[src/lsuPkg.sv]
`default_nettype none

package lsuPkg;

	////////////////////////////////////////////////////////////
	// memory geometry
	////////////////////////////////////////////////////////////
	localparam int blockBits = 128;                     // bits per block
	localparam int blockBytes = blockBits / 8;          // 16 bytes per block
	localparam int offsetBits = $clog2(blockBytes);     // byte offset inside a block
	localparam int maxIndexBits = 16;                   // widest block index a commit carries

	typedef logic [4:0] regAddr_t;                      // register number
	typedef logic [63:0] dataWord_t;                    // register value or EA
	typedef logic [0:blockBits-1] block_t;              // big endian, byte 0 in bits [0:7]

	typedef enum logic [1:0] {
		sizeByte,
		sizeHalf,
		sizeWord
	} accessSize_e;

	////////////////////////////////////////////////////////////
	// D-form opcodes kept by this unit
	////////////////////////////////////////////////////////////
	localparam logic [5:0] opLwz = 6'd32;
	localparam logic [5:0] opLwzu = 6'd33;
	localparam logic [5:0] opLbz = 6'd34;
	localparam logic [5:0] opLbzu = 6'd35;
	localparam logic [5:0] opStw = 6'd36;
	localparam logic [5:0] opStwu = 6'd37;
	localparam logic [5:0] opStb = 6'd38;
	localparam logic [5:0] opStbu = 6'd39;
	localparam logic [5:0] opLhz = 6'd40;
	localparam logic [5:0] opLhzu = 6'd41;
	localparam logic [5:0] opLha = 6'd42;
	localparam logic [5:0] opLhau = 6'd43;
	localparam logic [5:0] opSth = 6'd44;
	localparam logic [5:0] opSthu = 6'd45;

	localparam logic [2:0] lsuUnitCode = 3'd2;          // dispatch code of this unit

	typedef struct packed {
		logic [5:0] opCode;
		dataWord_t operand1;                            // store data
		dataWord_t operand2;                            // base
		regAddr_t reg1;                                 // target
		regAddr_t reg2;                                 // update target
		logic [15:0] imm;                               // signed displacement
	} issue_t;

	typedef struct packed {
		logic valid;
		logic isLoad;
		logic isStore;
		accessSize_e size;
		logic algebraic;
		logic update;
		dataWord_t ea;
		block_t block;                                  // block fetched at issue
		dataWord_t storeData;
		regAddr_t reg1;
		regAddr_t reg2;
	} accessReq_t;

	typedef struct packed {
		logic enable;
		regAddr_t addr;
		dataWord_t value;
	} writeback_t;

	typedef struct packed {
		logic valid;
		logic [maxIndexBits-1:0] index;
		block_t block;
	} commit_t;

	// byte offset of the access, rounded down to the access size
	function automatic logic [offsetBits-1:0] alignedOffset(input dataWord_t ea,
		input accessSize_e size);
		logic [offsetBits-1:0] offset;
		offset = ea[offsetBits-1:0];
		if (size == sizeHalf)
			offset[0] = 1'b0;
		else if (size == sizeWord)
			offset[1:0] = 2'b00;
		return offset;
	endfunction

endpackage

`default_nettype wire

[src/writebackStage.sv]
`default_nettype none

module writebackStage import lsuPkg::*; (
	input wire clock_i,
	input wire reset_i,
	input wire accessReq_t request_i,
	output writeback_t wbPort1_o,                       // loaded value to reg1
	output writeback_t wbPort2_o                        // EA to reg2 for update forms
);

	logic [offsetBits-1:0] offset;
	logic [7:0] byteField;
	logic [15:0] halfField;
	logic [31:0] wordField;
	dataWord_t loadValue;

	assign offset = alignedOffset(request_i.ea, request_i.size);

	////////////////////////////////////////////////////////////
	// field extraction, leftmost block bit lands in field msb
	////////////////////////////////////////////////////////////
	always_comb
	begin
		byteField = '0;
		halfField = '0;
		wordField = '0;
		case (request_i.size)
			sizeByte: byteField = request_i.block[offset*8 +: 8];
			sizeHalf: halfField = request_i.block[offset*8 +: 16];
			default: wordField = request_i.block[offset*8 +: 32];
		endcase
	end

	// right justify, then sign or zero extend
	always_comb
	begin
		case (request_i.size)
			sizeByte: loadValue = {56'd0, byteField};
			sizeHalf:
			begin
				if (request_i.algebraic)
					loadValue = {{48{halfField[15]}}, halfField}; // lha, lhau
				else
					loadValue = {48'd0, halfField};
			end
			default: loadValue = {32'd0, wordField};
		endcase
	end

	always_ff @(posedge clock_i)
	begin
		wbPort1_o.addr <= request_i.reg1;
		wbPort1_o.value <= loadValue;
		wbPort2_o.addr <= request_i.reg2;
		wbPort2_o.value <= request_i.ea;                // unmodified EA
		if (reset_i)
		begin
			wbPort1_o.enable <= 1'b0;
			wbPort2_o.enable <= 1'b0;
		end
		else
		begin
			wbPort1_o.enable <= request_i.valid && request_i.isLoad;
			wbPort2_o.enable <= request_i.valid && request_i.update; // loads and stores
		end
	end

endmodule

`default_nettype wire

[config.mk]
export PLATFORM = sky130hd
export DESIGN_NAME = writebackStage
export DESIGN_NICKNAME = d
export VERILOG_FILES = /design/src/lsuPkg.sv /design/src/writebackStage.sv
export SDC_FILE = /design/constraint.sdc
export NUM_CORES = 1
export LEC_CHECK = 0
export BUFFER_PORTS_ARGS = -buffer_cell sky130_fd_sc_hd__buf_2
export CELL_PAD_IN_SITES_DETAIL_PLACEMENT = 0
export CELL_PAD_IN_SITES_GLOBAL_PLACEMENT = 2
export CORE_MARGIN = 1.5
export CORE_UTILIZATION = 27
export DETAILED_ROUTE_END_ITERATION = 16
export PLACE_DENSITY = 0.91
export SLEW_MARGIN = 20
export SYNTH_ARGS = -nofsm -noshare
export SYNTH_HDL_FRONTEND = slang
export SYNTH_SLANG_ARGS = --single-unit
[constraint.sdc]
create_clock -name clock_i -period 6 [get_ports clock_i]
set_input_delay 0.3 -clock clock_i [delete_from_list [all_inputs] [get_ports clock_i]]
set_output_delay 0.3 -clock clock_i [all_outputs]
set_load 0.005 [all_outputs]
Word level (Yosys, flattened, before mapping)
Cells that the tools add are included.
{ "word_totals": {"regBits": 140, "inputBits": 275, "output_inout_bits": 140, "elab_cells": 18} }
{ "op_classes": {"n_eq_ne": 2, "shifts": 1, "n_mux": 5, "bitwise_logic": 1, "reduce_logical": 3} }
{ "op_table": {"columns": ["operator", "n"], "rows": [
  ["variable part select 128 x 33 -> 129 bit", 1],
  ["one-hot mux 64 bit (2 select lines)", 1],
  ["2-to-1 mux 64 bit", 1],
  ["inverter 7 -> 33 bit", 1],
  ["equality test 2 x 1 -> 1 bit, second input constant", 1],
  ["equality test 2 bit, second input constant", 1],
  ["logical AND 1 bit", 2],
  ["logical NOT 2 bit", 1],
  ["2-to-1 mux 1 bit", 2],
  ["2-to-1 mux 2 bit", 1]
]} }

Logic depth before layout (Yosys ltp)
{ "logic_depth": {"word_depth": 7, "mapped_depth": 10, "ltp_nobuf": 6} }

Least setup slack after synthesis
Ideal clock, no wire load.
{ "synth_timing": {"kind": "input port to flip-flop", "startpoint": "input request_i[269] in the netlist's numbering", "endpoint": "register wbPort1_o[16] in the netlist's numbering", "setup_ps": 114, "t_arrival_ps": 2023, "required_time_ps": 5886, "setup_slack_ps": 3863, "path_stages": 9, "n_path_buf": 3, "cell_sequence": "buf_6 > nor2b_4 > nor2_4 > buf_6 > buf_6 > mux4_2 > a22oi_1 > o21ai_1 > a21o_1"} }
{ "synth_via": {"elab_chain_cells": 7, "elab_cells_between_ends": 10, "classes_between": "eq/ne: 2; shift: 1; mux: 5; bitwise: 1; reduce/logical: 1"} }
{ "synth_rtl": {"columns": ["item", "line_no", "rtl"], "rows": [
  ["from (decl)", "writebackStage.sv:6", "input wire accessReq_t request_i,"],
  ["equality test 2 bit", "lsuPkg.sv:85", "else if (size == sizeWord)"],
  ["2-to-1 mux 2 bit", "lsuPkg.sv:85", null],
  ["2-to-1 mux 1 bit", "lsuPkg.sv:83", "if (size == sizeHalf)"],
  ["inverter 7 -> 33 bit (not written as such)", "writebackStage.sv:29, writebackStage.sv:30", null],
  ["variable part select 128 x 33 -> 129 bit", "writebackStage.sv:29, writebackStage.sv:30", null],
  ["2-to-1 mux 64 bit", "writebackStage.sv:41", "if (request_i.algebraic)"],
  ["one-hot mux 64 bit (2 select lines) *", "writebackStage.sv:37", "case (request_i.size)"],
  ["named net loadValue[16]", "writebackStage.sv:15", "dataWord_t loadValue;"],
  ["to (decl)", "writebackStage.sv:7", "output writeback_t wbPort1_o,"]
]} }
Mark *: on every way through the listed nets, which the timed path passes. The rest lies on a longest branch.
A chain may end at the register's enable or synchronous reset.

Final worst setup path
{ "layout_timing": {"startpoint": "input request_i[268] in the netlist's numbering", "endpoint": "register wbPort1_o[16] in the netlist's numbering"} }
Same word-level chain as after synthesis.

==> metrics <==
share of layout cells above drive strength 1=46.8%; fillers=2,789; I/O pins=415; Post-synth EDFFs=0; FFs w/ async S/R, synth=0%; initial DRC count=794; Syn Inst Count=738; worst slew pin tran=1100 ps; Final Instance Area=9420 um^2; hpwl dp=26,200 um; Synth top area share=29.4%; crit-path cells=buf_2 > buf_4 > nor2b_4 > nor2_4 > buf_4 > mux4_2 > o221ai_1 > a21oi_2 > a21o_1; Avg WL per Cell=25.7 um; Critical Path Sink Type=flip-flop; Power per Cell Area=222 nW/um^2; Netlist Area Pre-Place=7420 um^2; hold-critical path depth=1; min Tclk post-route=3230 ps; vias in the first global route=7,437; max_cap viols=0; critical path's slowest cell=mux4_2; drt drc=0; max-slew violations=0; setup tns final=0 ps; slowest stage delay, CP=590 ps; critical-path maximum fanout=39; gr usage total=23.6%; Tcrit/Tclk final=53.8%; Max-slew headroom=26.8%; Final Util=35.0%; ys flop type=dfxtp_1; postcts setup bufs=0; CTS buffer count=9; min-delay src=request_i[233]; # setup viols final=0; Ys Warns=0; CP bufs+invs=3; Worst-path clk slew=100 ps; vias per inst=5.79; syn avg cell area=10.1 um^2; Commonest cells post-synth=dfxtp_1 (109), mux4_2 (60), nand3_1 (43); Fmax=0.310 GHz; GRT overflow=0; die height=169 um; register area share after synthesis=29.4%; HP Class=in -> reg; vias post-DR=7,868; clk buf depth=2; final hold violations=0; Worst IR Drop VDD=172 uV; combined area of the multi-input logic cells=4540 um^2; Die ar.=28,500 um^2; Die X=169 um; Hold EP=wbPort2_o[31]; WL final=35,000 um; Post-CTS Hold Buffers=0; IO Port Bufs=349; Synth-to-Final Area Change=27.1%; Core ar.=27,000 um^2; Cell Count, Final, Fillers Out=1,359; num rows=60; H-tree levels=3; Power, Total=2090 uW; main area contributors after synthesis=dfxtp_1 (29%), mux4_2 (18%), buf_4 (4.3%); most common cell in the synthesized netlist=dfxtp_1; Leak=0.00431 uW; Sequential Area=2180 um^2; clk root buf=clkbuf_16; WP data required=6240 ps; TritonCTS clock tree=done; unrepaired setup endpoints after global routing=no; register bit count reported by yosys=109; critical path arrival=3470 ps; kind of cell adding the most delay to the critical path=buffers and inverters; dominant cell type by area after synthesis=dfxtp_1; Worst setup SP type=input port; routability cong.=0.947; dpl cell area=9100 um^2; clock sinks=109; largest net degree at the start of global routing=51; Antenna Nets Post-Route=0; first-pass GRT wire length=50,200 um; most used cell, CP=buf_4; Initial Util=27.5%; synth unique cells=68; nets=1,284; DR pass1 iterations=6; post-synthesis net count=1,013; initial antenna violation count=14; placed cells=1,339; status=finished, final reports clean; Setup CP Type=in -> reg; Post-CTS Resized=0
## metrics by stage
stage / hold slack [ps] / worst slack [ps]
floorplan: 328 / 3860
global placement: 403 / 2520
detailed placement: 404 / 2450
CTS: 19.5 / 2810
global route: 17.3 / 2550
finish: 32.1 / 2770
## registers in the layout, indices dropped and copies added, names as in the netlist
register / flops
wbPort1_o: 39
wbPort2_o: 70
## routing by layer
metal	share of wire, %	up-vias	track usage [%]	wire (um)
met3	11	61	6.97	3840
met1	39	3794	29.9	13800
met5	0.36	-	0	125
met4	2.4	20	6.09	826
li1	-	3473	-	-
met2	47	520	39.2	16400
## logic make-up (layout without fill, tap and decap cells)
kind of cell,count (synthesis),after routing,share of synthesized area [%]
other,0,4,0
XOR/XNOR,2,2,0.489
adder cells (fa/ha/maj),1,1,0.135
AO/OA/AOI/OAI,258,258,26.2
flip-flops,109,109,29.4
AND/OR/NAND/NOR,151,151,11.2
buffers and inverters,122,398,9.40
multiplexers,95,95,23.1
## cells in the final DEF, fill, tap and decap left out, types with 4 or more instances in the layout
cell       instances
a221o_1           11
buf_2            349
and4b_1            5
inv_1             14
o221a_2           11
o21ai_0           34
nor2_1            20
nor2b_1            8
clkbuf_16          9
diode_2            4
buf_4             17
o211ai_1          11
o22ai_1            7
and3_1            10
o221ai_1          11
mux2i_1           25
a22oi_1           27
a221oi_1          13
dfxtp_1          109
a211oi_1          14
nand2b_1           7
nand3_1           43
o211a_1            5
o2111ai_1          6
a21o_1            21
a32o_1             4
a22o_1             6
o2bb2ai_1          6
a21oi_1           25
nand2_1           34
mux2_2            10
mux4_2            60
a31oi_1           14
## how the worst max path moves through the flow
stage                     slack [ps]  depth (start not counted)      startpoint       endpoint
after detailed placement        2450                          9  request_i[268]  wbPort1_o[16]
after global routing            2550                          9  request_i[268]  wbPort1_o[22]
final                           2770                          9  request_i[268]  wbPort1_o[16]
after floorplan                 3860                          9  request_i[269]  wbPort1_o[16]
after CTS                       2810                          9  request_i[268]  wbPort1_o[16]
after global placement          2520                          9  request_i[268]  wbPort1_o[30]
## cell type report
class	count	share of cell area [%]
multi-input combinational	507	48.2
sequential	109	23.2
timing repair buffer	367	20.1
tap	341	4.53
clock buffer	9	2.39
clock inverter	7	0.916
inverter	15	0.597
antenna	4	0.106
## report_power, final
part | total (uW) | leakage (uW) | internal (uW) | switching, uW
sequential | 797 | 0.000917 | 780 | 17.0
clock | 645 | 0.000152 | 304 | 341
combinational | 652 | 0.00324 | 293 | 358
(Power assumes the default switching activity.)
