===== src/lsuPkg.sv =====
`default_nettype none

package lsuPkg;

	////////////////////////////////////////////////////////////
	// memory geometry
	////////////////////////////////////////////////////////////
	localparam int blockBits = 128;                     // bits per block
	localparam int blockBytes = blockBits / 8;          // 16 bytes per block
	localparam int offsetBits = $clog2(blockBytes);     // byte offset inside a block
	localparam int maxIndexBits = 16;                   // widest block index a commit carries

	typedef logic [4:0] regAddr_t;                      // register number
	typedef logic [63:0] dataWord_t;                    // register value or EA
	typedef logic [0:blockBits-1] block_t;              // big endian, byte 0 in bits [0:7]

	typedef enum logic [1:0] {
		sizeByte,
		sizeHalf,
		sizeWord
	} accessSize_e;

	////////////////////////////////////////////////////////////
	// D-form opcodes kept by this unit
	////////////////////////////////////////////////////////////
	localparam logic [5:0] opLwz = 6'd32;
	localparam logic [5:0] opLwzu = 6'd33;
	localparam logic [5:0] opLbz = 6'd34;
	localparam logic [5:0] opLbzu = 6'd35;
	localparam logic [5:0] opStw = 6'd36;
	localparam logic [5:0] opStwu = 6'd37;
	localparam logic [5:0] opStb = 6'd38;
	localparam logic [5:0] opStbu = 6'd39;
	localparam logic [5:0] opLhz = 6'd40;
	localparam logic [5:0] opLhzu = 6'd41;
	localparam logic [5:0] opLha = 6'd42;
	localparam logic [5:0] opLhau = 6'd43;
	localparam logic [5:0] opSth = 6'd44;
	localparam logic [5:0] opSthu = 6'd45;

	localparam logic [2:0] lsuUnitCode = 3'd2;          // dispatch code of this unit

	typedef struct packed {
		logic [5:0] opCode;
		dataWord_t operand1;                            // store data
		dataWord_t operand2;                            // base
		regAddr_t reg1;                                 // target
		regAddr_t reg2;                                 // update target
		logic [15:0] imm;                               // signed displacement
	} issue_t;

	typedef struct packed {
		logic valid;
		logic isLoad;
		logic isStore;
		accessSize_e size;
		logic algebraic;
		logic update;
		dataWord_t ea;
		block_t block;                                  // block fetched at issue
		dataWord_t storeData;
		regAddr_t reg1;
		regAddr_t reg2;
	} accessReq_t;

	typedef struct packed {
		logic enable;
		regAddr_t addr;
		dataWord_t value;
	} writeback_t;

	typedef struct packed {
		logic valid;
		logic [maxIndexBits-1:0] index;
		block_t block;
	} commit_t;

	// byte offset of the access, rounded down to the access size
	function automatic logic [offsetBits-1:0] alignedOffset(input dataWord_t ea,
		input accessSize_e size);
		logic [offsetBits-1:0] offset;
		offset = ea[offsetBits-1:0];
		if (size == sizeHalf)
			offset[0] = 1'b0;
		else if (size == sizeWord)
			offset[1:0] = 2'b00;
		return offset;
	endfunction

endpackage

`default_nettype wire


===== src/storeMerge.sv =====
`default_nettype none

module storeMerge import lsuPkg::*; #(
	parameter int numBlocks = 128,
	localparam int indexBits = $clog2(numBlocks)
)(
	input wire clock_i,
	input wire reset_i,
	input wire accessReq_t request_i,
	output commit_t commit_o
);

	logic [offsetBits-1:0] offset;                      // aligned byte offset
	logic [indexBits-1:0] blockIndex;
	block_t merged;

	assign offset = alignedOffset(request_i.ea, request_i.size);
	assign blockIndex = request_i.ea[offsetBits +: indexBits];

	////////////////////////////////////////////////////////////
	// merge low-order store bytes into the fetched block
	////////////////////////////////////////////////////////////
	always_comb
	begin
		merged = request_i.block;
		case (request_i.size)
			sizeByte: merged[offset*8 +: 8] = request_i.storeData[7:0];
			sizeHalf: merged[offset*8 +: 16] = request_i.storeData[15:0];
			default: merged[offset*8 +: 32] = request_i.storeData[31:0];
		endcase
	end

	always_ff @(posedge clock_i)
	begin
		commit_o.index <= maxIndexBits'(blockIndex);
		commit_o.block <= merged;
		if (reset_i)
			commit_o.valid <= 1'b0;
		else
			commit_o.valid <= request_i.valid && request_i.isStore; // write next edge
	end

endmodule

`default_nettype wire


===== config.mk =====
export PLATFORM = sky130hd
export DESIGN_NAME = storeMerge
export DESIGN_NICKNAME = d
export VERILOG_FILES = /design/src/lsuPkg.sv /design/src/storeMerge.sv
export SDC_FILE = /design/constraint.sdc
export NUM_CORES = 1
export LEC_CHECK = 0
export BUFFER_PORTS_ARGS = -buffer_cell sky130_fd_sc_hd__buf_2
export CORE_AREA = 2 2 165 167
export CTS_CLUSTER_SIZE = 16
export DETAILED_ROUTE_END_ITERATION = 10
export DIE_AREA = 0 0 167 169
export PLACE_DENSITY = 0.7
export SLEW_MARGIN = 20
export SYNTH_ARGS = -nofsm -noshare
export SYNTH_HDL_FRONTEND = slang
export SYNTH_SLANG_ARGS = --single-unit

===== constraint.sdc =====
create_clock -name clock_i -period 3.1 [get_ports clock_i]
set_input_delay 0.31 -clock clock_i [delete_from_list [all_inputs] [get_ports clock_i]]
set_output_delay 0.31 -clock clock_i [all_outputs]
set_load 0.05 [all_outputs]

-- Yosys cells after proc, flatten, opt, wreduce, memory -nomap -nowiden
Cells that the tools add are included.
- register bits: 136
- bits in latches: 0
- RAM bits: 0
- ROM bits: 0
- output and inout bits: 145
- memories kept: 0
- add/subtract/negate cells: 1
- multiply operators: 0
- div/mod/pow operators: 0
- $lt $le $gt $ge: 0
- equality and inequality tests: 2
- shift operators: 6
- mux-type cells: 7
- bitwise gates (word level): 1
- reduce and logical (&&, ||, !) cells: 2
- operator list (cell ; number):
    variable shift 129 x 34 -> 128 bit, first input constant ; 3
    variable part select 129 x 34 -> 128 bit ; 3
    bitwise mux 128 bit ; 3
    case mux 128 bit (2 select lines) ; 1
    negation 33 -> 34 bit ; 1
    NOT 7 -> 33 bit ; 1
    == test 2 x 1 -> 1 bit, second input constant ; 1
    == test 2 bit, second input constant ; 1
    zero test 2 bit ; 1
    two-way mux 1 bit ; 2
    two-way mux 2 bit ; 1
    logical AND 1 bit ; 1

-- Longest topological paths before layout
- word-level depth: 8
- mapped depth: 10
- depth with buffers taken out: 6

-- Worst setup path before layout
Ideal clock, no wire load.
- path type: input-to-reg
- start point: input port request_i[203] (netlist name)
- end point: register commit_o[20] (netlist name)
- data arrival time: 1.846 ns
- required time: 2.973 ns
- slack: 1.127 ns
- stages on the path: 8
- path buffers: 2
- path through: buf_2 > inv_2 > buf_2 > nand2_1 > nor2_2 > mux2i_1 > nor2_1 > or3_1
- word-level cells in the longest chain between the ends: 7
- ends and longest elaborated chain (element ; line ; source):
    from (decl) ; storeMerge.sv:9 ; input wire accessReq_t request_i,
    two-way mux 2 bit ; lsuPkg.sv:85 ; else if (size == sizeWord)
    two-way mux 1 bit * ; lsuPkg.sv:83 ; if (size == sizeHalf)
    NOT 7 -> 33 bit (not written as such) * ; storeMerge.sv:27, storeMerge.sv:28, storeMerge.sv:29 ;
    negation 33 -> 34 bit * ; storeMerge.sv:27, storeMerge.sv:28, storeMerge.sv:29 ;
    variable part select 129 x 34 -> 128 bit, or another cell as far along ; storeMerge.sv:29 ; default: merged[offset*8 +: 32] = request_i.storeData[31:0];
    bitwise mux 128 bit, on equally long branches ; storeMerge.sv:29, storeMerge.sv:27, storeMerge.sv:28 ;
    case mux 128 bit (2 select lines) * ; storeMerge.sv:26 ; case (request_i.size)
    net merged[20] ; storeMerge.sv:15 ; block_t merged;
    to (decl) ; storeMerge.sv:10 ; output commit_t commit_o
The timed path passes the listed nets; every way through them passes the cells marked *.
A chain may end at the register's enable or synchronous reset.

-- Final worst setup path
- start point: input port request_i[269] (netlist name)
- end point: register commit_o[45] (netlist name)
- word-level cells in the longest chain between the ends: 8
- ends and longest elaborated chain (element ; line):
    == test 2 bit ; lsuPkg.sv:85
    two-way mux 2 bit ; lsuPkg.sv:85
    two-way mux 1 bit ; lsuPkg.sv:83
    NOT 7 -> 33 bit (not written as such) ; storeMerge.sv:27, storeMerge.sv:28, storeMerge.sv:29
    negation 33 -> 34 bit ; storeMerge.sv:27, storeMerge.sv:28, storeMerge.sv:29
    variable part select 129 x 34 -> 128 bit, or another cell as far along ; storeMerge.sv:29
    bitwise mux 128 bit, on equally long branches ; storeMerge.sv:29, storeMerge.sv:27, storeMerge.sv:28
    case mux 128 bit (2 select lines) * ; storeMerge.sv:26
    net merged[45] ; storeMerge.sv:15
Marks and branches as above.

==> results.toml <==
[layout]
layout-drive-gt1-share = 0.304
final_area_um2 = 12600
area_growth_pct = 28.3
largest_reg_flops = 136
top_regs = "commit_o: 136 flops"
nets = 1854
top_register = "commit_o"

[drt]
drcViolationCount = 0
ant_nets = 0
wl_per_cell_um = 25.7
drtIter0Drc = 2237
viasPerCell = 6.62
dr.pass1.iters = 9
routed_wirelength_um = 49900
dr_total_vias = 12800

[floorplan]
io_pins = 420
die_x_um = 167
dieArea_um2 = 28200
die_h_um = 169
core_um2 = 26500
start_util = 0.371
rows = 60

[timing]
slew_viol_final = 0
finalSetupViolCount = 0
hold_viol = 0
slew_headroom = 0.300
post-route-min-period_ns = 2.49
min_period_over_period = 0.803
setup_tns_ns = 0
rsz0062_at_grt = "false"
clock.fmax_ghz = 0.402
tightest_slew_ns = 1.04

[critical_path]
cp_slowest_cell = "a221oi_1"
worstSetupPathType = "primary input to flip-flop"
endpoint = "commit_o[45]$_DFF_P_"
end_kind = "flip-flop"
startpoint = "request_i[269]"
crit_path_cell_trace = "buf_4 > inv_1 > maj3_1 > nand2_1 > o221ai_1 > a221oi_1 > o21ai_0"
crit_arrival_ns = 2.79
startpoint_type = "primary input"
cpLargestDelayFamily = "compound AO/OA/AOI/OAI gates"
cp.depth = 7
crit_path_max_fanout = 36
crit_buf_inv = 2
cp_slowest_stage_delay_ns = 0.62
cp.required_ns = 3.40

[clock_tree]
holdBufCountCts = 7
numCtsBuffers = 17
cts_setup_buffers = 0
path_clk_slew_ns = 0.06
cts_tree = "built"
cts_max_level = 4
cts_resized = 0
cts_sinks = 136
clockRootBuffer = "clkbuf_16"
cts_buffer_depth = 2

[logic_synthesis]
synth_xor_area_frac = 0.00446
synth_compound_gate_area_share = 0.378
yosysWarningCount = 0
synth_adder_area_share = 0.00102
synthMuxAreaShare = 0.0913
syn_avg_cell_area_um2 = 7.74
ys_ff_latch = 136
synth.distinct_cells = 81
synth_top_family_by_area = "compound AO/OA/AOI/OAI gates"
yosysSeqAreaShare = 0.277
yosys.area_share.simple = 0.181
syn-cell-area_um2 = 9830
synthCells = 1270
synthArstFlopShare = 0
synth_flop_cell = "dfxtp_1"
synth_edf_count = 0

[placed_design]
dp_hpwl_um = 35100
io_buffer_count = 312
placed_area_um2 = 11900
gp_congestion = 0.992

[pwr]
p_per_area_nw_per_um2 = 517
total_power_mw = 6.52
vdd_drop_max_uv = 319
leakagePower_nw = 5.29

[global_routing]
grt_pass1_wl_um = 72600
grt_use_total = 0.335
grt_antenna_before_repair = 11
grt.overflow.total = 0
first_global_vias = 11900
grt_max_degree = 58

[run]
timing.max_cap.violations = 0

[hold_path]
hold_depth = 2
worst_hold_path_type = "primary input to flip-flop"

[outcome]
run_status = "finished clean"
cell usage in the layout, fill, tap and decap left out, types with 38 or more instances in the layout:
| cell | netlist | routed |
|---|---|---|
| a21oi_1 | 98 | 98 |
| a222oi_1 | 43 | 43 |
| buf_2 | 38 | 311 |
| buf_4 | 18 | 91 |
| dfxtp_1 | 136 | 136 |
| mux2i_1 | 71 | 71 |
| nand2_1 | 136 | 136 |
| nand3_1 | 40 | 40 |
| nor2_1 | 97 | 97 |
| o211ai_1 | 38 | 38 |
| o21ai_0 | 104 | 104 |
| o221ai_1 | 44 | 44 |
kinds of logic (layout without fill, tap and decap cells):
kind of cell | Yosys count | count (layout)
fa+ha+maj | 1 | 1
xor+xnor | 2 | 2
mux | 85 | 85
compound gates | 527 | 527
other cells | 1 | 16
simple gates | 377 | 377
buf+inv | 141 | 454
flops | 136 | 136
through the flow:
step	hold slack [ns]	std cells	worst slack [ns]	util
floorplan	0.338	1278	1.13	-
global placement	0.412	1894	0.351	0.451
detailed placement	0.414	1894	0.347	0.451
CTS	0.00965	1932	0.815	0.475
global route	0.0158	1936	0.570	0.476
finish	0.0245	1939	0.611	0.476
synthesized netlist by cell type (all sizes together), types with 16 or more instances:
| cell type | count | area [µm²] |
|---|---|---|
| nand2 | 137 | 522 |
| dfxtp | 136 | 2720 |
| o21ai | 113 | 569 |
| a21oi | 105 | 552 |
| nor2 | 103 | 412 |
| mux2i | 79 | 830 |
| buf | 67 | 374 |
| clkbuf | 61 | 231 |
| o221ai | 45 | 400 |
| a222oi | 43 | 430 |
| nand3 | 43 | 230 |
| o211ai | 38 | 285 |
| a22oi | 28 | 210 |
| nor3 | 28 | 173 |
| o22ai | 21 | 131 |
| and3 | 18 | 113 |
| a32oi | 16 | 140 |
cell type report:
cell class	instances	area, µm²
Clock inverter	11	138
Antenna cell	7	17.5
Tap cell	341	427
Multi-Input combinational cell	1001	6480
Sequential cell	136	2720
Clock buffer	20	447
Fill cell	2662	13900
Inverter	13	48.8
Timing Repair Buffer	410	2330
power by group:
part / total (mW) / switching (mW) / internal [mW]
Sequential: 1.99 / 0.0473 / 1.94
Combinational: 2.42 / 1.76 / 0.661
Clock: 2.11 / 0.889 / 1.22
worst min-delay path by stage:
stage / from / slack [ns] / endpoint
2_1_floorplan: request_i[206] / 0.34 / commit_o[128]$_DFF_P_
3_3_place_gp: request_i[209] / 0.41 / commit_o[131]$_DFF_P_
3_5_place_dp: request_i[209] / 0.41 / commit_o[131]$_DFF_P_
4_1_cts: reset_i / 0.01 / commit_o[144]$_SDFF_PP0_
5_1_grt: reset_i / 0.02 / commit_o[144]$_SDFF_PP0_
6_report: reset_i / 0.02 / commit_o[144]$_SDFF_PP0_
per-layer routing:
| metal | GRT usage | wire length (µm) | vias up |
|---|---|---|---|
| li1 | - | - | 5548 |
| met1 | 0.433 | 18700 | 5897 |
| met2 | 0.500 | 21300 | 1156 |
| met3 | 0.0938 | 7000 | 234 |
| met4 | 0.194 | 2830 | 8 |
| met5 | 0 | 45 | - |
(Power assumes the default switching activity.)
