### config.mk
export PLATFORM = sky130hd
export DESIGN_NAME = lsuDecode
export DESIGN_NICKNAME = d
export VERILOG_FILES = /design/src/lsuPkg.sv /design/src/lsuDecode.sv
export SDC_FILE = /design/constraint.sdc
export NUM_CORES = 1
export LEC_CHECK = 0
export ABC_AREA = 1
export BUFFER_PORTS_ARGS = -buffer_cell sky130_fd_sc_hd__buf_4
export CAP_MARGIN = 25
export CORE_AREA = 2 2 227 229
export CTS_CLUSTER_DIAMETER = 50
export DETAILED_ROUTE_END_ITERATION = 7
export DIE_AREA = 0 0 229 231
export GPL_TIMING_DRIVEN = 0
export PLACE_DENSITY = 0.61
export REMOVE_ABC_BUFFERS = 1
export SETUP_SLACK_MARGIN = 0.02
export SYNTH_ARGS = -nofsm -noshare
export SYNTH_HDL_FRONTEND = slang
export SYNTH_SLANG_ARGS = --single-unit
### constraint.sdc
create_clock -name clock_i -period 7.4 [get_ports clock_i]
set_input_delay 0.37 -clock clock_i [delete_from_list [all_inputs] [get_ports clock_i]]
set_output_delay 0.37 -clock clock_i [all_outputs]
set_load 0.02 [all_outputs]
### src/lsuPkg.sv
`default_nettype none

package lsuPkg;

	////////////////////////////////////////////////////////////
	// memory geometry
	////////////////////////////////////////////////////////////
	localparam int blockBits = 128;                     // bits per block
	localparam int blockBytes = blockBits / 8;          // 16 bytes per block
	localparam int offsetBits = $clog2(blockBytes);     // byte offset inside a block
	localparam int maxIndexBits = 16;                   // widest block index a commit carries

	typedef logic [4:0] regAddr_t;                      // register number
	typedef logic [63:0] dataWord_t;                    // register value or EA
	typedef logic [0:blockBits-1] block_t;              // big endian, byte 0 in bits [0:7]

	typedef enum logic [1:0] {
		sizeByte,
		sizeHalf,
		sizeWord
	} accessSize_e;

	////////////////////////////////////////////////////////////
	// D-form opcodes kept by this unit
	////////////////////////////////////////////////////////////
	localparam logic [5:0] opLwz = 6'd32;
	localparam logic [5:0] opLwzu = 6'd33;
	localparam logic [5:0] opLbz = 6'd34;
	localparam logic [5:0] opLbzu = 6'd35;
	localparam logic [5:0] opStw = 6'd36;
	localparam logic [5:0] opStwu = 6'd37;
	localparam logic [5:0] opStb = 6'd38;
	localparam logic [5:0] opStbu = 6'd39;
	localparam logic [5:0] opLhz = 6'd40;
	localparam logic [5:0] opLhzu = 6'd41;
	localparam logic [5:0] opLha = 6'd42;
	localparam logic [5:0] opLhau = 6'd43;
	localparam logic [5:0] opSth = 6'd44;
	localparam logic [5:0] opSthu = 6'd45;

	localparam logic [2:0] lsuUnitCode = 3'd2;          // dispatch code of this unit

	typedef struct packed {
		logic [5:0] opCode;
		dataWord_t operand1;                            // store data
		dataWord_t operand2;                            // base
		regAddr_t reg1;                                 // target
		regAddr_t reg2;                                 // update target
		logic [15:0] imm;                               // signed displacement
	} issue_t;

	typedef struct packed {
		logic valid;
		logic isLoad;
		logic isStore;
		accessSize_e size;
		logic algebraic;
		logic update;
		dataWord_t ea;
		block_t block;                                  // block fetched at issue
		dataWord_t storeData;
		regAddr_t reg1;
		regAddr_t reg2;
	} accessReq_t;

	typedef struct packed {
		logic enable;
		regAddr_t addr;
		dataWord_t value;
	} writeback_t;

	typedef struct packed {
		logic valid;
		logic [maxIndexBits-1:0] index;
		block_t block;
	} commit_t;

	// byte offset of the access, rounded down to the access size
	function automatic logic [offsetBits-1:0] alignedOffset(input dataWord_t ea,
		input accessSize_e size);
		logic [offsetBits-1:0] offset;
		offset = ea[offsetBits-1:0];
		if (size == sizeHalf)
			offset[0] = 1'b0;
		else if (size == sizeWord)
			offset[1:0] = 2'b00;
		return offset;
	endfunction

endpackage

`default_nettype wire

### src/lsuDecode.sv
`default_nettype none

module lsuDecode import lsuPkg::*; #(
	parameter int numBlocks = 128,
	localparam int indexBits = $clog2(numBlocks)
)(
	input wire clock_i,
	input wire reset_i,
	input wire enable_i,
	input wire [2:0] unitCode_i,
	input wire issue_t issue_i,
	input wire block_t readBlock_i,                     // block at blockIndex_o, same cycle
	output logic [indexBits-1:0] blockIndex_o,
	output accessReq_t request_o,
	output logic stall_o
);

	dataWord_t ea;
	logic isLoad;
	logic isStore;
	accessSize_e size;
	logic algebraic;
	logic known;                                        // opcode is one of the fourteen
	logic accept;
	logic [1:0] storeShift;                             // stores accepted one and two edges ago

	////////////////////////////////////////////////////////////
	// opcode decode
	////////////////////////////////////////////////////////////
	always_comb
	begin
		isLoad = 1'b0;
		isStore = 1'b0;
		size = sizeByte;
		algebraic = 1'b0;
		known = 1'b1;
		case (issue_i.opCode)
			opLbz, opLbzu: isLoad = 1'b1;
			opLhz, opLhzu:
			begin
				isLoad = 1'b1;
				size = sizeHalf;
			end
			opLha, opLhau:
			begin
				isLoad = 1'b1;
				size = sizeHalf;
				algebraic = 1'b1;                       // sign extend on writeback
			end
			opLwz, opLwzu:
			begin
				isLoad = 1'b1;
				size = sizeWord;
			end
			opStb, opStbu: isStore = 1'b1;
			opSth, opSthu:
			begin
				isStore = 1'b1;
				size = sizeHalf;
			end
			opStw, opStwu:
			begin
				isStore = 1'b1;
				size = sizeWord;
			end
			default: known = 1'b0;                      // anything else is dropped silently
		endcase
	end

	assign ea = issue_i.operand2 + {{48{issue_i.imm[15]}}, issue_i.imm};
	assign blockIndex_o = ea[offsetBits +: indexBits]; // EA / 16, wraps at numBlocks
	assign stall_o = |storeShift;                      // hold issue until the store lands
	assign accept = enable_i && (unitCode_i == lsuUnitCode) && !stall_o && known;

	always_ff @(posedge clock_i)
	begin
		if (accept)
		begin
			request_o.isLoad <= isLoad;
			request_o.isStore <= isStore;
			request_o.size <= size;
			request_o.algebraic <= algebraic;
			request_o.update <= issue_i.opCode[0];      // update forms are the odd opcodes
			request_o.ea <= ea;
			request_o.block <= readBlock_i;
			request_o.storeData <= issue_i.operand1;
			request_o.reg1 <= issue_i.reg1;
			request_o.reg2 <= issue_i.reg2;
		end
		if (reset_i)
		begin
			request_o.valid <= 1'b0;
			storeShift <= 2'b00;
		end
		else
		begin
			request_o.valid <= accept;
			storeShift <= {storeShift[0], accept && isStore};
		end
	end

endmodule

`default_nettype wire

# After elaboration in Yosys (flattened, before gate mapping)

Index checks and enable logic that the tools add are counted.

Output and inout bits: 281
Logic and storage cells: 45
Input port bits: 294
Flip-flop bits (word level): 275

Equality and inequality tests: 15
Muxes and demuxes: 5
Add/sub/neg operators: 1
Reduce and logical (&&, ||, !) cells: 12

Operators by type and width:

| operator             | number |
|---|---|
| $eq A6 B6 Y1 const B | 14 |
| $add A64 B64 Y64     | 1 |
| $reduce_or A14 Y1    | 1 |
| $reduce_or A6 Y1     | 2 |
| $reduce_or A8 Y1     | 1 |
| $logic_and A1 B1 Y1  | 4 |
| $mux W1              | 4 |
| $pmux W2 S2          | 1 |
| $reduce_or A2 Y1     | 2 |
| $reduce_or A4 Y1     | 1 |
| $eq A3 B2 Y1 const B | 1 |
| $logic_not A1 Y1     | 1 |

# Logic depth before layout (Yosys ltp)

Word-level depth: 5
Mapped depth: 14
Depth with buffers taken out: 14

# Worst setup path after synthesis

OpenSTA, ideal clock, no wires.

Kind: register to register
From: reg storeShift[1]
To: reg request_o[0] (netlist name), enable pin
Slack: 0.608 ns
Clock period less this slack: 6.792 ns
Arrival: 6.170 ns
Setup time: 0.622 ns
Data required time: 6.778 ns
Stages on the path, launching flop included: 5
Path through: dfxtp_1 or2_2 nor4_1 nand2_1 inv_1

Word-level cells in the longest chain between the ends: 4

RTL lines:

| item                              | line            | text |
|---|---|---|
| from (decl)                       | lsuDecode.sv:25 | `logic [1:0] storeShift;` |
| from (signal assigned)            | lsuDecode.sv:98 | `storeShift <= {storeShift[0], accept && isStore};` |
| $reduce_or A2 Y1                  | lsuDecode.sv:72 | `assign stall_o = \|storeShift;` |
| via stall_o                       | lsuDecode.sv:15 | `output logic stall_o` |
| $logic_not A1 Y1                  | lsuDecode.sv:73 | `assign accept = enable_i && (unitCode_i == lsuUnitCode) && !stall_o && known;` |
| $logic_and A1 B1 Y1 (2 in series) | lsuDecode.sv:73 |  |
| via accept                        | lsuDecode.sv:24 | `logic accept;` |
| to (decl)                         | lsuDecode.sv:14 | `output accessReq_t request_o,` |

The timed path passes the listed nets, and every way through them passes these cells.
A chain may end at the register's enable or synchronous reset.

# Worst setup path after layout

From: reg storeShift[0]
To: reg request_o[212] (netlist name), enable pin

Word-level cells in the longest chain between the ends: 4

RTL lines:

| item                              | line |
|---|---|
| $reduce_or A2 Y1                  | lsuDecode.sv:72 |
| $logic_not A1 Y1                  | lsuDecode.sv:73 |
| $logic_and A1 B1 Y1 (2 in series) | lsuDecode.sv:73 |
| via accept                        | lsuDecode.sv:24 |

The timed path passes the listed nets, and every way through them passes these cells.

==> summary.txt <==
Finish
  – Syn-to-layout area delta: 60.3%
  – Nets: 2764
  – Final core utilization: 0.453
  – Share of post-route cells with drive strength above 1: 0.289
  – Fillers: 4855

GRT
  – Maximum number of pins on one net before global-route repair: 106
  – Via count of the first global-routing pass: 13700
  – Global-route usage over all layers: 0.240
  – Antenna violations before repair: 15
  – Global-route wire length before repair: 92100 microns
  – Total gr overflow: 0

Critical path
  – Endpoint kind of the worst setup timing path: register
  – Crit path DAT: 2.87 ns
  – Critical Path RT: 7.60 ns
  – Critical path type: reg -> reg
  – Worst Setup Start Kind: register
  – Maximum net fanout on the critical path: 100

Floorplan
  – Initial core utilization: 0.282
  – Number of cell rows: 83
  – Floorplan Core Area: 50700 sq um
  – Die Y-Extent: 231 microns
  – Die X: 229 microns
  – Die area: about 53000 sq um
  – Boundary pin count: around 580

Clocking
  – Post-CTS Setup Bufs: 0
  – TritonCTS buffer count: 44
  – Clock transition at the register clock pins on the worst setup and hold paths after CTS: 0.06 ns
  – Clock network latency to the later pin of the worst-skew pair: 0.57 ns
  – Number of H-tree levels: 2
  – TritonCTS clock tree: done
  – Max Buffers Root-to-Sink: 3
  – Root Buffer: sky130_fd_sc_hd__clkbuf_16
  – Sinks on the clock net: 275

Route
  – Average detailed-routed wire length per instance: 20.8 microns
  – TritonRoute pass-1 iters: 5
  – Count of routing violations after the opening detailed-route iteration: 717
  – Wire length on met1: between 20000 and 30000 microns
  – Max layer used: met5
  – Detailed Route WL: 65200 microns
  – DRC viols: 0
  – Number of vias in the routed layout: 13800
  – Detail Route met2 WL: 31700 microns
  – Residual antenna-violating net count after detailed routing: 0
  – Detail-routed via count per cell: 4.41
  – Length of routed met3 wiring: between 3000 and 4000 microns

Power and ir drop
  – LEAKAGE: roughly 11 nW
  – Worst vdd rail ir drop: 0.000135 V
  – Power density cells: around 200 nW/um^2

Yosys
  – Avg Inst Size Synth: about 9 sq um
  – Flip-flop and latch count after synthesis: 275
  – Syn Inst Count: 1587
  – YS warnings: 0
  – Unique cell type count in the Yosys netlist: 27
  – Part of the Yosys area used for sequential elements: 0.575
  – Mapped Area: 14300 sq um

Timing
  – Setup repair after global routing missed its margin: false
  – Post-route fraction of the period consumed by the critical path: 0.362
  – F_max: 0.373 GHz
  – Finish-stage setup viols: 0
  – Clock skew: about 0.010 ns
  – Number of failing hold endpoints at the final stage: 0
  – Slew headroom: 0.394
  – Setup ws final: about 4.7 ns
  – Count of pins over their slew limit: 0
  – Tmin final: roughly 2.7 ns
  – Transition time at the pin with the least slew margin: between 0.9 and 1 ns

Job
  – Max Cap Viol: 0

Outcome
  – Outcome: complete, no violations

Place
  – Number of buffers added on ports: 574
  – RePlAce Congestion: between 0.9 and 1
  – Half-perimeter wire length of the detailed placement result: 52000 microns
  – Worst slack at placement: approximately 4.6 ns

Worst hold path
  – Type of the worst min-delay path: in -> reg
==> final cells by class <==
class                   count  area (sq um)  share of cell area
repair buffers            780          6410               0.279
clock inverters            32           250              0.0109
diodes                      9          22.5            0.000982
inverters                 323          1220              0.0532
multi-input cells         982          4820               0.210
well taps                 680           851              0.0371
flip-flops and latches    275          8230               0.359
clock buffers              50          1140              0.0499
==> cell usage in the layout, fill, tap and decap left out, types with 3 or more instances in the layout <==
master                          count
sky130_fd_sc_hd__a21oi_1           43
sky130_fd_sc_hd__buf_4            574
sky130_fd_sc_hd__clkbuf_1           5
sky130_fd_sc_hd__clkbuf_16         45
sky130_fd_sc_hd__clkinv_1           5
sky130_fd_sc_hd__clkinv_2           7
sky130_fd_sc_hd__clkinv_4           8
sky130_fd_sc_hd__clkinvlp_4         3
sky130_fd_sc_hd__dfxtp_1            3
sky130_fd_sc_hd__diode_2            9
sky130_fd_sc_hd__dlygate4sd3_1    204
sky130_fd_sc_hd__edfxtp_1         272
sky130_fd_sc_hd__ha_1              63
sky130_fd_sc_hd__inv_1            321
sky130_fd_sc_hd__inv_6              6
sky130_fd_sc_hd__nand2_1          597
sky130_fd_sc_hd__nand2_2           24
sky130_fd_sc_hd__nand3_1           50
sky130_fd_sc_hd__nand3_2           10
sky130_fd_sc_hd__nand4_1           13
sky130_fd_sc_hd__nor2_1           105
sky130_fd_sc_hd__nor2_2            14
sky130_fd_sc_hd__nor2_4             3
sky130_fd_sc_hd__nor3_1            13
sky130_fd_sc_hd__o21ai_0            3
sky130_fd_sc_hd__o21bai_1           3
sky130_fd_sc_hd__xor2_1            31
==> flip-flops by register name, indices dropped and copies added (netlist names) <==
name,cells
request_o,273
storeShift,2
==> what timing repair did <==
item,CTS,global route
gates resized for setup,0,0
hold buffers,204,0
endpoints found under the setup margin,0,0
endpoints found under the hold margin,206,0
==> metal layers <==
layer  vias to the layer above  GRT usage
li1                       6672          -
met1                      6528      0.293
met2                       475      0.411
met3                       117     0.0524
met4                         8      0.102
met5                         -          0
==> worst max-delay path, cell delays in order (launching register included) <==
cell	delay [ns]
sky130_fd_sc_hd__dfxtp_1	0.31
sky130_fd_sc_hd__or2_2	0.31
sky130_fd_sc_hd__nor4_1	0.37
sky130_fd_sc_hd__nand2_1	0.28
sky130_fd_sc_hd__inv_8	0.43
sky130_fd_sc_hd__buf_16	0.40
==> cells by family (layout without fill, tap and decap cells) <==
logic type / count (synthesis) / count (layout) / share of synthesized area
other cells: 0 / 9 / 0
compound gates: 49 / 49 / 0.0177
fa+ha+maj: 64 / 64 / 0.0565
flops: 275 / 275 / 0.575
xor+xnor: 32 / 32 / 0.0196
simple gates: 837 / 837 / 0.243
buf+inv: 330 / 1185 / 0.0884
==> power breakdown <==
group	leakage [nW]	internal [mW]	switching, mW
sequential	2.47	1.74	0.00347
clock	0.682	1.14	0.831
combinational	7.95	0.342	0.446
==> worst paths after layout <==
kind | startpoint | to | slack, ns | cells past startpoint
max | storeShift[0]$_SDFF_PP0_ | request_o[212]$_DFFE_PN_ | 4.72 | 5
min | issue_i[26] | request_o[202]$_DFFE_PN_ | 0.09 | 2
max reg2reg | storeShift[0]$_SDFF_PP0_ | request_o[212]$_DFFE_PN_ | 4.72 | 5
min reg2reg | storeShift[0]$_SDFF_PP0_ | storeShift[1]$_SDFF_PP0_ | 0.43 | 2
==> Yosys cell counts <==
cell	n	share of area
sky130_fd_sc_hd__nand3_2	10	0.0070
sky130_fd_sc_hd__nor2_2	14	0.0061
sky130_fd_sc_hd__a21oi_1	43	0.015
sky130_fd_sc_hd__xor2_1	31	0.019
sky130_fd_sc_hd__nor3_1	13	0.0045
sky130_fd_sc_hd__nor3_2	1	0.00070
sky130_fd_sc_hd__nand3_1	50	0.017
sky130_fd_sc_hd__nand4_1	13	0.0057
sky130_fd_sc_hd__nor4_2	2	0.0017
sky130_fd_sc_hd__dfxtp_1	3	0.0042
sky130_fd_sc_hd__or2_2	1	0.00044
sky130_fd_sc_hd__inv_2	1	0.00026
sky130_fd_sc_hd__ha_1	63	0.055
sky130_fd_sc_hd__nor3_4	1	0.0011
sky130_fd_sc_hd__fa_1	1	0.0014
sky130_fd_sc_hd__inv_1	322	0.084
sky130_fd_sc_hd__nand2_2	24	0.010
sky130_fd_sc_hd__nand2_1	597	0.16
sky130_fd_sc_hd__buf_4	7	0.0037
sky130_fd_sc_hd__nor2_1	105	0.028
sky130_fd_sc_hd__nor2_4	3	0.0024
sky130_fd_sc_hd__xnor2_1	1	0.00061
sky130_fd_sc_hd__o21ai_0	3	0.0010
sky130_fd_sc_hd__o21bai_1	3	0.0016
sky130_fd_sc_hd__nor3b_1	1	0.00052
sky130_fd_sc_hd__nor4_1	2	0.00087
sky130_fd_sc_hd__edfxtp_1	272	0.57
==> through the flow <==
| step | hold WS [ns] | power, mW | TNS [ns] | instance area, sq um | std cells |
|---|---|---|---|---|---|
| after CTS | 0.0550 | 4.57 | 0 | 22900 | 3122 |
| after floorplan | 0.398 | 2.16 | 0 | 14300 | 1580 |
| after detailed placement | 0.414 | 2.46 | 0 | 19500 | 2836 |
| after global routing | 0.0704 | 4.70 | 0 | 22900 | 3130 |
| final | 0.0923 | 4.51 | 0 | 22900 | 3131 |
| after global placement | 0.406 | 2.46 | -556.92 | 19400 | 2834 |
Note: power is estimated with default switching activity, not from simulation.
